[config.mk]
export PLATFORM = sky130hd
export DESIGN_NAME = chip_block
export DESIGN_NICKNAME = d
export VERILOG_FILES = /design/src/verilog/chip_link_pkg.sv /design/src/verilog/chip_tag_client.sv /design/src/verilog/chip_block_ctrl.sv /design/src/verilog/chip_link_downstream.sv /design/src/verilog/chip_flit_xform.sv /design/src/verilog/chip_link_upstream.sv /design/src/verilog/chip_block.sv
export VERILOG_INCLUDE_DIRS = /design/src /design/src/verilog
export SDC_FILE = /design/constraint.sdc
export NUM_CORES = 1
export LEC_CHECK = 0
export ABC_AREA = 1
export ABC_CLOCK_PERIOD_IN_PS = 6600
export BUFFER_PORTS_ARGS = -buffer_cell sky130_fd_sc_hd__buf_2
export CELL_PAD_IN_SITES_DETAIL_PLACEMENT = 1
export CELL_PAD_IN_SITES_GLOBAL_PLACEMENT = 2
export CORE_MARGIN = 5
export CORE_UTILIZATION = 43
export CTS_BUF_LIST = sky130_fd_sc_hd__clkbuf_8 sky130_fd_sc_hd__clkbuf_16
export DETAILED_ROUTE_END_ITERATION = 12
export GPL_ROUTABILITY_DRIVEN = 0
export PLACE_DENSITY_LB_ADDON = 0.1
export SETUP_SLACK_MARGIN = 0.15
export SYNTH_ARGS = -nofsm -noshare
export SYNTH_HDL_FRONTEND = slang
export SYNTH_SLANG_ARGS = --single-unit
[constraint.sdc]
create_clock -name clk_i -period 6.6 [get_ports clk_i]
set_clock_uncertainty 0.2 [all_clocks]
set_input_delay 0.33 -clock clk_i [delete_from_list [all_inputs] [get_ports clk_i]]
set_output_delay 0.33 -clock clk_i [all_outputs]
set_load 0.005 [all_outputs]
[src/verilog/chip_link_cfg.svh]
////////////////////////////////////////
// Flit width must be a whole multiple of the tag payload width
// Link credits must be at least 2 and match the inbound FIFO depth
////////////////////////////////////////
`ifndef CHIP_LINK_CFG_SVH
`define CHIP_LINK_CFG_SVH

// Link datapath
`define CHIP_FLIT_WIDTH 16
`define CHIP_LINK_CREDITS 4

// Tag frame layout, start bit then opcode then payload
`define CHIP_TAG_OP_WIDTH 2
`define CHIP_TAG_PAYLOAD_WIDTH 8
`define CHIP_TAG_FRAME_BITS (1 + `CHIP_TAG_OP_WIDTH + `CHIP_TAG_PAYLOAD_WIDTH)

`endif

[src/verilog/chip_link_pkg.sv]
////////////////////////////////////////
// Types shared by the chip block datapath and control
////////////////////////////////////////
`include "chip_link_cfg.svh"

package chip_link_pkg;

  // Tag bus opcodes
  typedef enum logic [`CHIP_TAG_OP_WIDTH-1:0] {
    TAG_NOP        = 2'd0,
    TAG_WRITE_MODE = 2'd1,
    TAG_WRITE_KEY  = 2'd2,
    TAG_LINK_RESET = 2'd3
  } tag_op_e;

  typedef struct packed {
    tag_op_e                            op;
    logic [`CHIP_TAG_PAYLOAD_WIDTH-1:0] payload;
  } tag_cmd_s;

  typedef enum logic [1:0] {
    XF_PASS    = 2'd0,
    XF_INVERT  = 2'd1,
    XF_XOR_KEY = 2'd2,
    XF_ADD_KEY = 2'd3
  } xform_mode_e;

  typedef enum logic [1:0] {
    CTRL_RESET      = 2'd0,
    CTRL_DISABLED   = 2'd1,
    CTRL_LINK_RESET = 2'd2,
    CTRL_ACTIVE     = 2'd3
  } ctrl_state_e;

  typedef struct packed {
    xform_mode_e                        mode;
    logic [`CHIP_TAG_PAYLOAD_WIDTH-1:0] key;
  } xform_cfg_s;

  typedef struct packed {
    logic [`CHIP_FLIT_WIDTH-1:0] payload;
  } flit_s;

endpackage

[src/verilog/chip_tag_client.sv]
////////////////////////////////////////
// Frames need tag_en_i high from start bit to last bit
////////////////////////////////////////
`timescale 1ns/1ps
`include "chip_link_cfg.svh"

module chip_tag_client
  import chip_link_pkg::*;
 (input  logic     clk_i
 ,input  logic     rst_i
 ,input  logic     tag_en_i
 ,input  logic     tag_data_i
 ,output logic     cmd_v_o
 ,output tag_cmd_s cmd_o
 );

  // Opcode plus payload bits after the start bit
  localparam int BODY_BITS = `CHIP_TAG_FRAME_BITS - 1;
  localparam int CNT_W     = $clog2(BODY_BITS);

  logic                 tag_bit;
  logic                 busy_r;
  logic [CNT_W-1:0]     bit_cnt_r;
  logic [BODY_BITS-2:0] shift_r;
  logic                 done;

  // Enable gates the data pin
  assign tag_bit = tag_en_i & tag_data_i;

  assign done = busy_r && tag_en_i && (bit_cnt_r == CNT_W'(BODY_BITS - 1));

  ////////////////////////////////////////
  // Framing
  ////////////////////////////////////////

  always_ff @(posedge clk_i)
  begin
    if (rst_i)
    begin
      busy_r    <= 1'b0;
      bit_cnt_r <= '0;
      cmd_v_o   <= 1'b0;
    end
    else
    begin
      cmd_v_o <= done;
      if (!busy_r)
      begin
        // Idle until a start bit
        if (tag_bit)
        begin
          busy_r    <= 1'b1;
          bit_cnt_r <= '0;
        end
      end
      else if (!tag_en_i)
      begin
        // Enable fell mid-frame, drop it
        busy_r <= 1'b0;
      end
      else if (done)
      begin
        busy_r <= 1'b0;
      end
      else
      begin
        bit_cnt_r <= bit_cnt_r + 1'b1;
      end
    end
  end

  ////////////////////////////////////////
  // Deserializer
  ////////////////////////////////////////

  always_ff @(posedge clk_i)
  begin
    if (busy_r && tag_en_i)
    begin
      shift_r <= {shift_r[BODY_BITS-3:0], tag_bit};
    end
    if (done)
    begin
      // MSB first, last bit lands in payload bit 0
      cmd_o <= tag_cmd_s'({shift_r, tag_bit});
    end
  end

endmodule

[src/verilog/chip_block_ctrl.sv]
////////////////////////////////////////
// Link reset is only honored while the link is disabled
////////////////////////////////////////
`timescale 1ns/1ps
`include "chip_link_cfg.svh"

module chip_block_ctrl
  import chip_link_pkg::*;
 (input  logic       clk_i
 ,input  logic       rst_i
 ,input  logic       cmd_v_i
 ,input  tag_cmd_s   cmd_i
 ,output xform_cfg_s cfg_o
 ,output logic       link_en_o
 ,output logic       link_reset_o
 );

  ctrl_state_e state_r;
  xform_cfg_s  cfg_r;

  logic cmd_ok;
  logic mode_wr;
  logic key_wr;
  logic reset_req;
  logic en_bit;

  // Config writes accepted in the two steady states
  assign cmd_ok    = cmd_v_i && (state_r == CTRL_DISABLED || state_r == CTRL_ACTIVE);
  assign mode_wr   = cmd_ok && (cmd_i.op == TAG_WRITE_MODE);
  assign key_wr    = cmd_ok && (cmd_i.op == TAG_WRITE_KEY);
  assign reset_req = cmd_v_i && (cmd_i.op == TAG_LINK_RESET) && (state_r == CTRL_DISABLED);
  assign en_bit    = cmd_i.payload[`CHIP_TAG_PAYLOAD_WIDTH-1];

  ////////////////////////////////////////
  // State machine
  ////////////////////////////////////////

  always_ff @(posedge clk_i)
  begin
    if (rst_i)
    begin
      state_r <= CTRL_RESET;
    end
    else
    begin
      case (state_r)
        CTRL_RESET:
        begin
          state_r <= CTRL_DISABLED;
        end
        CTRL_DISABLED:
        begin
          if (mode_wr && en_bit)
          begin
            state_r <= CTRL_ACTIVE;
          end
          else if (reset_req)
          begin
            state_r <= CTRL_LINK_RESET;
          end
        end
        // One cycle pulse then back
        CTRL_LINK_RESET:
        begin
          state_r <= CTRL_DISABLED;
        end
        CTRL_ACTIVE:
        begin
          if (mode_wr && !en_bit)
          begin
            state_r <= CTRL_DISABLED;
          end
        end
        default:
        begin
          state_r <= CTRL_DISABLED;
        end
      endcase
    end
  end

  ////////////////////////////////////////
  // Config registers
  ////////////////////////////////////////

  always_ff @(posedge clk_i)
  begin
    if (rst_i)
    begin
      cfg_r.mode <= XF_PASS;
      cfg_r.key  <= '0;
    end
    else
    begin
      if (mode_wr)
      begin
        cfg_r.mode <= xform_mode_e'(cmd_i.payload[1:0]);
      end
      if (key_wr)
      begin
        cfg_r.key <= cmd_i.payload;
      end
    end
  end

  assign cfg_o        = cfg_r;
  assign link_en_o    = (state_r == CTRL_ACTIVE);
  assign link_reset_o = (state_r == CTRL_LINK_RESET);

endmodule

[src/verilog/chip_link_downstream.sv]
////////////////////////////////////////
// Sender must respect its tokens; a push into a full FIFO is dropped
////////////////////////////////////////
`timescale 1ns/1ps
`include "chip_link_cfg.svh"

module chip_link_downstream
  import chip_link_pkg::*;
 (input  logic  clk_i
 ,input  logic  rst_i
 ,input  logic  link_reset_i
 ,input  logic  in_v_i
 ,input  flit_s in_data_i
 ,output logic  in_tok_o
 ,output logic  deq_v_o
 ,output flit_s deq_o
 ,input  logic  deq_ready_i
 );

  localparam int DEPTH = `CHIP_LINK_CREDITS;
  localparam int PTR_W = $clog2(DEPTH);

  flit_s            mem_r [DEPTH];
  logic [PTR_W-1:0] wr_ptr_r;
  logic [PTR_W-1:0] rd_ptr_r;
  logic [PTR_W:0]   count_r;

  logic push;
  logic wr;
  logic pop;
  logic full;

  function automatic logic [PTR_W-1:0] next_ptr(input logic [PTR_W-1:0] p);
    return (p == PTR_W'(DEPTH - 1)) ? '0 : p + 1'b1;
  endfunction

  assign push    = in_v_i;
  assign full    = (count_r == (PTR_W+1)'(DEPTH));
  assign wr      = push && !full;
  assign deq_v_o = (count_r != '0);
  assign deq_o   = mem_r[rd_ptr_r];
  assign pop     = deq_v_o && deq_ready_i;

  always_ff @(posedge clk_i)
  begin
    if (rst_i || link_reset_i)
    begin
      wr_ptr_r <= '0;
      rd_ptr_r <= '0;
      count_r  <= '0;
      in_tok_o <= 1'b0;
    end
    else
    begin
      // One token back per flit leaving the FIFO
      in_tok_o <= pop;
      if (wr)
      begin
        wr_ptr_r <= next_ptr(wr_ptr_r);
      end
      if (pop)
      begin
        rd_ptr_r <= next_ptr(rd_ptr_r);
      end
      case ({wr, pop})
        2'b10:   count_r <= count_r + 1'b1;
        2'b01:   count_r <= count_r - 1'b1;
        default: count_r <= count_r;
      endcase
    end
  end

  // Storage
  always_ff @(posedge clk_i)
  begin
    if (wr)
    begin
      mem_r[wr_ptr_r] <= in_data_i;
    end
  end

endmodule

[src/verilog/chip_flit_xform.sv]
////////////////////////////////////////
// Mode and key are sampled when a flit is taken
////////////////////////////////////////
`timescale 1ns/1ps
`include "chip_link_cfg.svh"

module chip_flit_xform
  import chip_link_pkg::*;
 (input  logic       clk_i
 ,input  logic       rst_i
 ,input  xform_cfg_s cfg_i
 ,input  logic       v_i
 ,input  flit_s      data_i
 ,output logic       ready_o
 ,output logic       v_o
 ,output flit_s      data_o
 ,input  logic       ready_i
 );

  localparam int FLIT_W   = `CHIP_FLIT_WIDTH;
  localparam int KEY_REPS = `CHIP_FLIT_WIDTH / `CHIP_TAG_PAYLOAD_WIDTH;

  function automatic flit_s xform_apply(input flit_s f, input xform_cfg_s c);
    flit_s r;
    r = f;
    case (c.mode)
      XF_INVERT:  r.payload = ~f.payload;
      XF_XOR_KEY: r.payload = f.payload ^ {KEY_REPS{c.key}};
      // Wraps modulo the flit width
      XF_ADD_KEY: r.payload = f.payload + FLIT_W'(c.key);
      default:    r.payload = f.payload;
    endcase
    return r;
  endfunction

  // Room when empty or draining this cycle
  assign ready_o = !v_o || ready_i;

  always_ff @(posedge clk_i)
  begin
    if (rst_i)
    begin
      v_o <= 1'b0;
    end
    else if (v_i && ready_o)
    begin
      v_o <= 1'b1;
    end
    else if (ready_i)
    begin
      v_o <= 1'b0;
    end
  end

  always_ff @(posedge clk_i)
  begin
    if (v_i && ready_o)
    begin
      data_o <= xform_apply(data_i, cfg_i);
    end
  end

endmodule

[src/verilog/chip_link_upstream.sv]
////////////////////////////////////////
// Receiver returns one out_tok_i pulse per flit it frees
////////////////////////////////////////
`timescale 1ns/1ps
`include "chip_link_cfg.svh"

module chip_link_upstream
  import chip_link_pkg::*;
 (input  logic  clk_i
 ,input  logic  rst_i
 ,input  logic  link_reset_i
 ,input  logic  link_en_i
 ,input  logic  v_i
 ,input  flit_s data_i
 ,input  logic  out_tok_i
 ,output logic  ready_o
 ,output logic  out_v_o
 ,output flit_s out_data_o
 );

  localparam int CREDITS = `CHIP_LINK_CREDITS;
  localparam int CNT_W   = $clog2(CREDITS + 1);

  logic [CNT_W-1:0] credit_r;
  logic             send;

  // Only send while enabled and holding a credit
  assign ready_o = link_en_i && (credit_r != '0);
  assign send    = v_i && ready_o;

  ////////////////////////////////////////
  // Credit counter and link valid
  ////////////////////////////////////////

  always_ff @(posedge clk_i)
  begin
    if (rst_i || link_reset_i)
    begin
      credit_r <= CNT_W'(CREDITS);
      out_v_o  <= 1'b0;
    end
    else
    begin
      out_v_o  <= send;
      // Send and token return may land in the same cycle
      credit_r <= credit_r - CNT_W'(send) + CNT_W'(out_tok_i);
    end
  end

  always_ff @(posedge clk_i)
  begin
    if (send)
    begin
      out_data_o <= data_i;
    end
  end

endmodule

[src/verilog/chip_block.sv]
////////////////////////////////////////
// Single clock domain, one inbound and one outbound link
////////////////////////////////////////
`timescale 1ns/1ps

module chip_block
  import chip_link_pkg::*;
 (input  logic  clk_i
 ,input  logic  rst_i
 ,input  logic  tag_en_i
 ,input  logic  tag_data_i
 ,input  logic  in_v_i
 ,input  flit_s in_data_i
 ,output logic  in_tok_o
 ,output logic  out_v_o
 ,output flit_s out_data_o
 ,input  logic  out_tok_i
 );

  tag_cmd_s   tag_cmd;
  logic       tag_cmd_v;
  xform_cfg_s xform_cfg;
  logic       link_en;
  logic       link_reset;

  logic  deq_v;
  logic  deq_ready;
  flit_s deq_data;
  logic  xf_v;
  logic  xf_ready;
  flit_s xf_data;

  ////////////////////////////////////////
  // Tag and control
  ////////////////////////////////////////

  chip_tag_client tag_client
  (.clk_i      (clk_i     )
  ,.rst_i      (rst_i     )
  ,.tag_en_i   (tag_en_i  )
  ,.tag_data_i (tag_data_i)
  ,.cmd_v_o    (tag_cmd_v )
  ,.cmd_o      (tag_cmd   )
  );

  chip_block_ctrl ctrl
  (.clk_i        (clk_i     )
  ,.rst_i        (rst_i     )
  ,.cmd_v_i      (tag_cmd_v )
  ,.cmd_i        (tag_cmd   )
  ,.cfg_o        (xform_cfg )
  ,.link_en_o    (link_en   )
  ,.link_reset_o (link_reset)
  );

  ////////////////////////////////////////
  // Datapath
  ////////////////////////////////////////

  chip_link_downstream link_in
  (.clk_i        (clk_i     )
  ,.rst_i        (rst_i     )
  ,.link_reset_i (link_reset)
  ,.in_v_i       (in_v_i    )
  ,.in_data_i    (in_data_i )
  ,.in_tok_o     (in_tok_o  )
  ,.deq_v_o      (deq_v     )
  ,.deq_o        (deq_data  )
  ,.deq_ready_i  (deq_ready )
  );

  chip_flit_xform xform
  (.clk_i   (clk_i    )
  ,.rst_i   (rst_i    )
  ,.cfg_i   (xform_cfg)
  ,.v_i     (deq_v    )
  ,.data_i  (deq_data )
  ,.ready_o (deq_ready)
  ,.v_o     (xf_v     )
  ,.data_o  (xf_data  )
  ,.ready_i (xf_ready )
  );

  chip_link_upstream link_out
  (.clk_i        (clk_i     )
  ,.rst_i        (rst_i     )
  ,.link_reset_i (link_reset)
  ,.link_en_i    (link_en   )
  ,.v_i          (xf_v      )
  ,.data_i       (xf_data   )
  ,.out_tok_i    (out_tok_i )
  ,.ready_o      (xf_ready  )
  ,.out_v_o      (out_v_o   )
  ,.out_data_o   (out_data_o)
  );

endmodule

==> summary.md <==
The flow ran to the end, and the final reports show no timing, DRC or antenna violations. In this run the tightest slew margin relative to its limit is 32.30%. The logs give 0 for the final count of hold timing violations and 817 for the cell count after placement.

The type of the worst min-delay path was primary input to register. The synthesis-to-finish area growth is 17.93%, and the CTS buffer count is 17. The core area came out at 0.01498 mm². The endpoint of the worst register-to-register path was xform.data_o[8]. For this run, the register share of the synthesized area comes to 63.39%.

Synthesis produced a netlist whose cell count is 603. The total overflow left after global routing is 0. Post-CTS timing repair inserted 0 buffers for setup. For this block, the initial DRC count from the detailed router was 178. In this design, the stage delay of the slowest critical-path cell is 0.35 ns. For the number of search-and-repair iterations in the first detailed-routing pass, the log shows 4. The run gives 0 as the yosys synthesis warning count. Across the run, the number of max-cap violations was 0. The worst path meets setup with 3.237 ns of slack. For the via count of the first global-routing pass, the log shows 4970.

The detail-routed via count per cell was 5.127; the number of H-tree levels was 4. Of all flip-flops after synthesis, the portion carrying an async set or reset was 0%. In this run the horizontal extent of the chip is 132.9 µm. Hold is met by 0.01945 ns. The placed instances occupy a cell area of 0.006855 mm². Logic depth of the worst path, buffers included: 14. The netlist uses 42 different library cells.

Setup repair after global routing left no endpoint under its margin. For this run, design rule violations remaining after detail routing come to 0. The run gives 0 as the initial antenna violation count.

The predominant post-synthesis flop cell was edfxtp_1. In the finished design, the share of the clock period the worst path needs comes to 50.96%. Counting flops with a built-in enable in the synthesized netlist gives 115. The die is 132.9 µm tall. Clock edge transition at the registers on the reported setup and hold paths: 0.06 ns. The tools report the total I/O pin count as 40. Synthesis inferred 148 register bits.

The routed design has 15370 µm of wire. Once the floorplan was initialized, standard cells occupied 43.33% of the core. Of the total power, combinational logic draws 27.7%. At the worst endpoint, the arrival time is 3.34 ns. Net switching is 33.11% of the power. By startpoint and endpoint, the worst setup path is classified as register to register. For the number of nets in the layout, the log shows 708. Of all nets on the critical path, the largest fanout is 33.

HPWL after detailed placement: 10700 µm. The area of the mapped netlist is 0.006490 mm². The overall routing resource usage was 18.68%; the wire length of the first global-routing pass was 25370 µm.

The final-report max-slew violation count came out at 0. The share of total power dissipated in sequential elements is 39.6%. The repair_antennas step left the layout with diodes totalling 0. The worst min-delay path startpoint was tag_data_i. For the largest net degree at the start of global routing, the log shows 34.

After routing, the total negative slack on setup checks comes to 0 ns. The slowest stage of the critical path belongs to the cell ha_1. Routed wire length per instance: 17.75 µm.

STA classifies the critical path endpoint as a register. Number of standard cells in the layout, taps in and fillers out: 866. For the source-to-sink clock delay at the later pin of the worst-skew pair, the log shows 0.43 ns. The logs give 51.10% for the final standard cell utilization of the core and 2 for the worst-case clock buffer depth. The achievable frequency was 297.3 MHz; the largest vdd supply drop was 0.3010 mV. The worst register-to-register path has a depth of 14. Setup violations remaining at the end of the flow were counted as 0. The areal power density over the cells came out at 409.1 mW/mm².

Most frequent cell on the critical path: nand2_1. Across all register-to-register paths, the minimum setup slack is 3.24 ns. The slew of the pin with the lowest slew margin is 1.014 ns. The cell family with the largest share of critical-path delay is compound AO/OA/AOI/OAI gates. The relative contribution of the clock network to total power was 32.7%; the ratio of cells with drive above 1 in the final layout was 16.96%.

The count of buffers inserted at the top-level ports works out to 39. In this run the mean area of a mapped cell was 10.76 µm². The final instance area was 0.007654 mm². The tools report the leakage power as 3.014 nW. The most critical setup path has its endpoint at xform.data_o[8].

STA classifies the critical path startpoint as a register. The clock drives 148 sinks. Cell at the root of the clock tree: clkbuf_16.

The routed layout has 4440 vias. The floorplan die area was 0.01765 mm²; the post-placement worst setup slack was 3.300 ns. The smallest clock period supported by the final layout is computed as 3.363 ns.

STA puts the critical path data required time at 6.57 ns. The tools report the number of placement rows as 45. Walking the worst path, the cells encountered are buf_4 > inv_2 > nand2_1 > nand3_1 > nand2_1 > inv_1 > ha_1 > a21oi_1 > o21ai_0 > a21oi_1 > nand2_1 > o211ai_1 > xor2_1 > inv_1. The design draws 3.131 mW. The tools report the number of antenna-violating nets in the routed design as 0. TritonCTS built the clock tree. For the net load switching power, the log shows 1.037 mW. The critical path contains buffers and inverters numbering 4 combined.

Synthesis produced a netlist with a net count of 646. The internal cell power is 2.094 mW.
## metal layers
metal,GRT usage [%],vias to the layer above,routed length (µm)
met2,34.54,76,8210
li1,-,2166,-
met4,6.524,0,297
met3,4.563,25,558
met1,20.84,2173,6303
met5,0,-,0
## cell families after synthesis
family,after synthesis,share of synthesized area (%)
AND/OR/NAND/NOR,262,18.47
adder cells (fa/ha/maj),21,4.396
flip-flops,148,63.39
buffers and inverters,85,5.591
XOR/XNOR,7,0.9447
AO/OA/AOI/OAI,80,7.211
## cell type report
cell class | instances | area [µm²]
timing repair buffer | 60 | 395.4
sequential | 148 | 4114
multi-input combinational | 370 | 2026
clock buffer | 17 | 425.4
inverter | 68 | 255.2
tap | 188 | 235.2
clock inverter | 15 | 202.7
fill | 1630 | 7323
## how the worst min path moves through the flow
stage                              to  slack (ns)  depth (start not counted)
2_1_floorplan  link_out.out_data_o[0]        0.20                          0
3_3_place_gp   link_out.out_data_o[3]        0.20                          0
3_5_place_dp      tag_client.cmd_o[9]        0.21                          0
4_1_cts         tag_client.shift_r[0]       0.009                          3
5_1_grt           tag_client.cmd_o[0]        0.02                          3
6_report        tag_client.shift_r[0]        0.02                          3
## power groups by stage
stage                     registers [mW]  clock network (mW)  logic [mW]
final                               1.24                1.02       0.867
after global routing                1.25                1.09       0.980
after CTS                           1.24                1.05       0.889
after detailed placement            1.26                   0       0.872
after global placement              1.25                   0       0.839
after floorplan                     1.25                   0       0.627
## worst min-delay path, stage by stage
cell,delay [ns]
buf_2,0.07
nand2_1,0.05
inv_1,0.07
## cells in the final DEF, fill, tap and decap left out, types with 7 or more instances in the layout
master / instances
dlygate4sd3_1: 17
nand3_2: 7
inv_1: 64
a21oi_1: 33
nand3_1: 48
nor2_1: 47
nand2_2: 7
o21ai_0: 23
nand2_1: 125
ha_1: 18
clkbuf_16: 17
edfxtp_1: 115
nor2_2: 7
buf_2: 39
nor3_1: 7
dfxtp_1: 33
## repair_timing
| action | in CTS | in global routing |
|---|---|---|
| hold endpoints to repair | 69 | 0 |
| hold buffers | 17 | 0 |
| resized for setup | 0 | 0 |
| setup endpoints to repair | 0 | 0 |
## registers in the layout, indices dropped and copies added (netlist names), named ones only
name                  cells
link_in.count_r           3
link_out.credit_r         3
tag_client.cmd_o         10
tag_client.shift_r        9
xform.data_o             16
xform.v_o                 1
tag_client.busy_r         1
link_in.rd_ptr_r          2
ctrl.state_r              2
tag_client.cmd_v_o        1
link_out.out_v_o          1
link_in.wr_ptr_r          2
link_in.mem_r            64
ctrl.cfg_o               10
tag_client.bit_cnt_r      4
link_out.out_data_o      16
link_in.in_tok_o          1
## synth_stat cells, types with 3 or more instances
cell	instances	area (µm²)
nand2_1	125	469.2
edfxtp_1	115	3453
inv_1	64	240.2
nor2_1	52	195.2
nand3_1	48	240.2
a21oi_1	33	165.2
dfxtp_1	33	660.6
o21ai_0	23	115.1
ha_1	18	225.2
clkbuf_1	7	26.28
nand2_2	7	43.79
nand3_2	7	70.07
nor3_1	7	35.03
xor2_1	5	43.79
buf_2	4	20.02
buf_6	4	45.04
inv_2	4	15.01
nand2_4	4	45.04
o211ai_1	4	30.03
o21ai_1	4	20.02
o221ai_1	4	35.03
a21oi_2	3	26.28
fa_1	3	60.06
nor2_4	3	33.78
(Power assumes the default switching activity.)
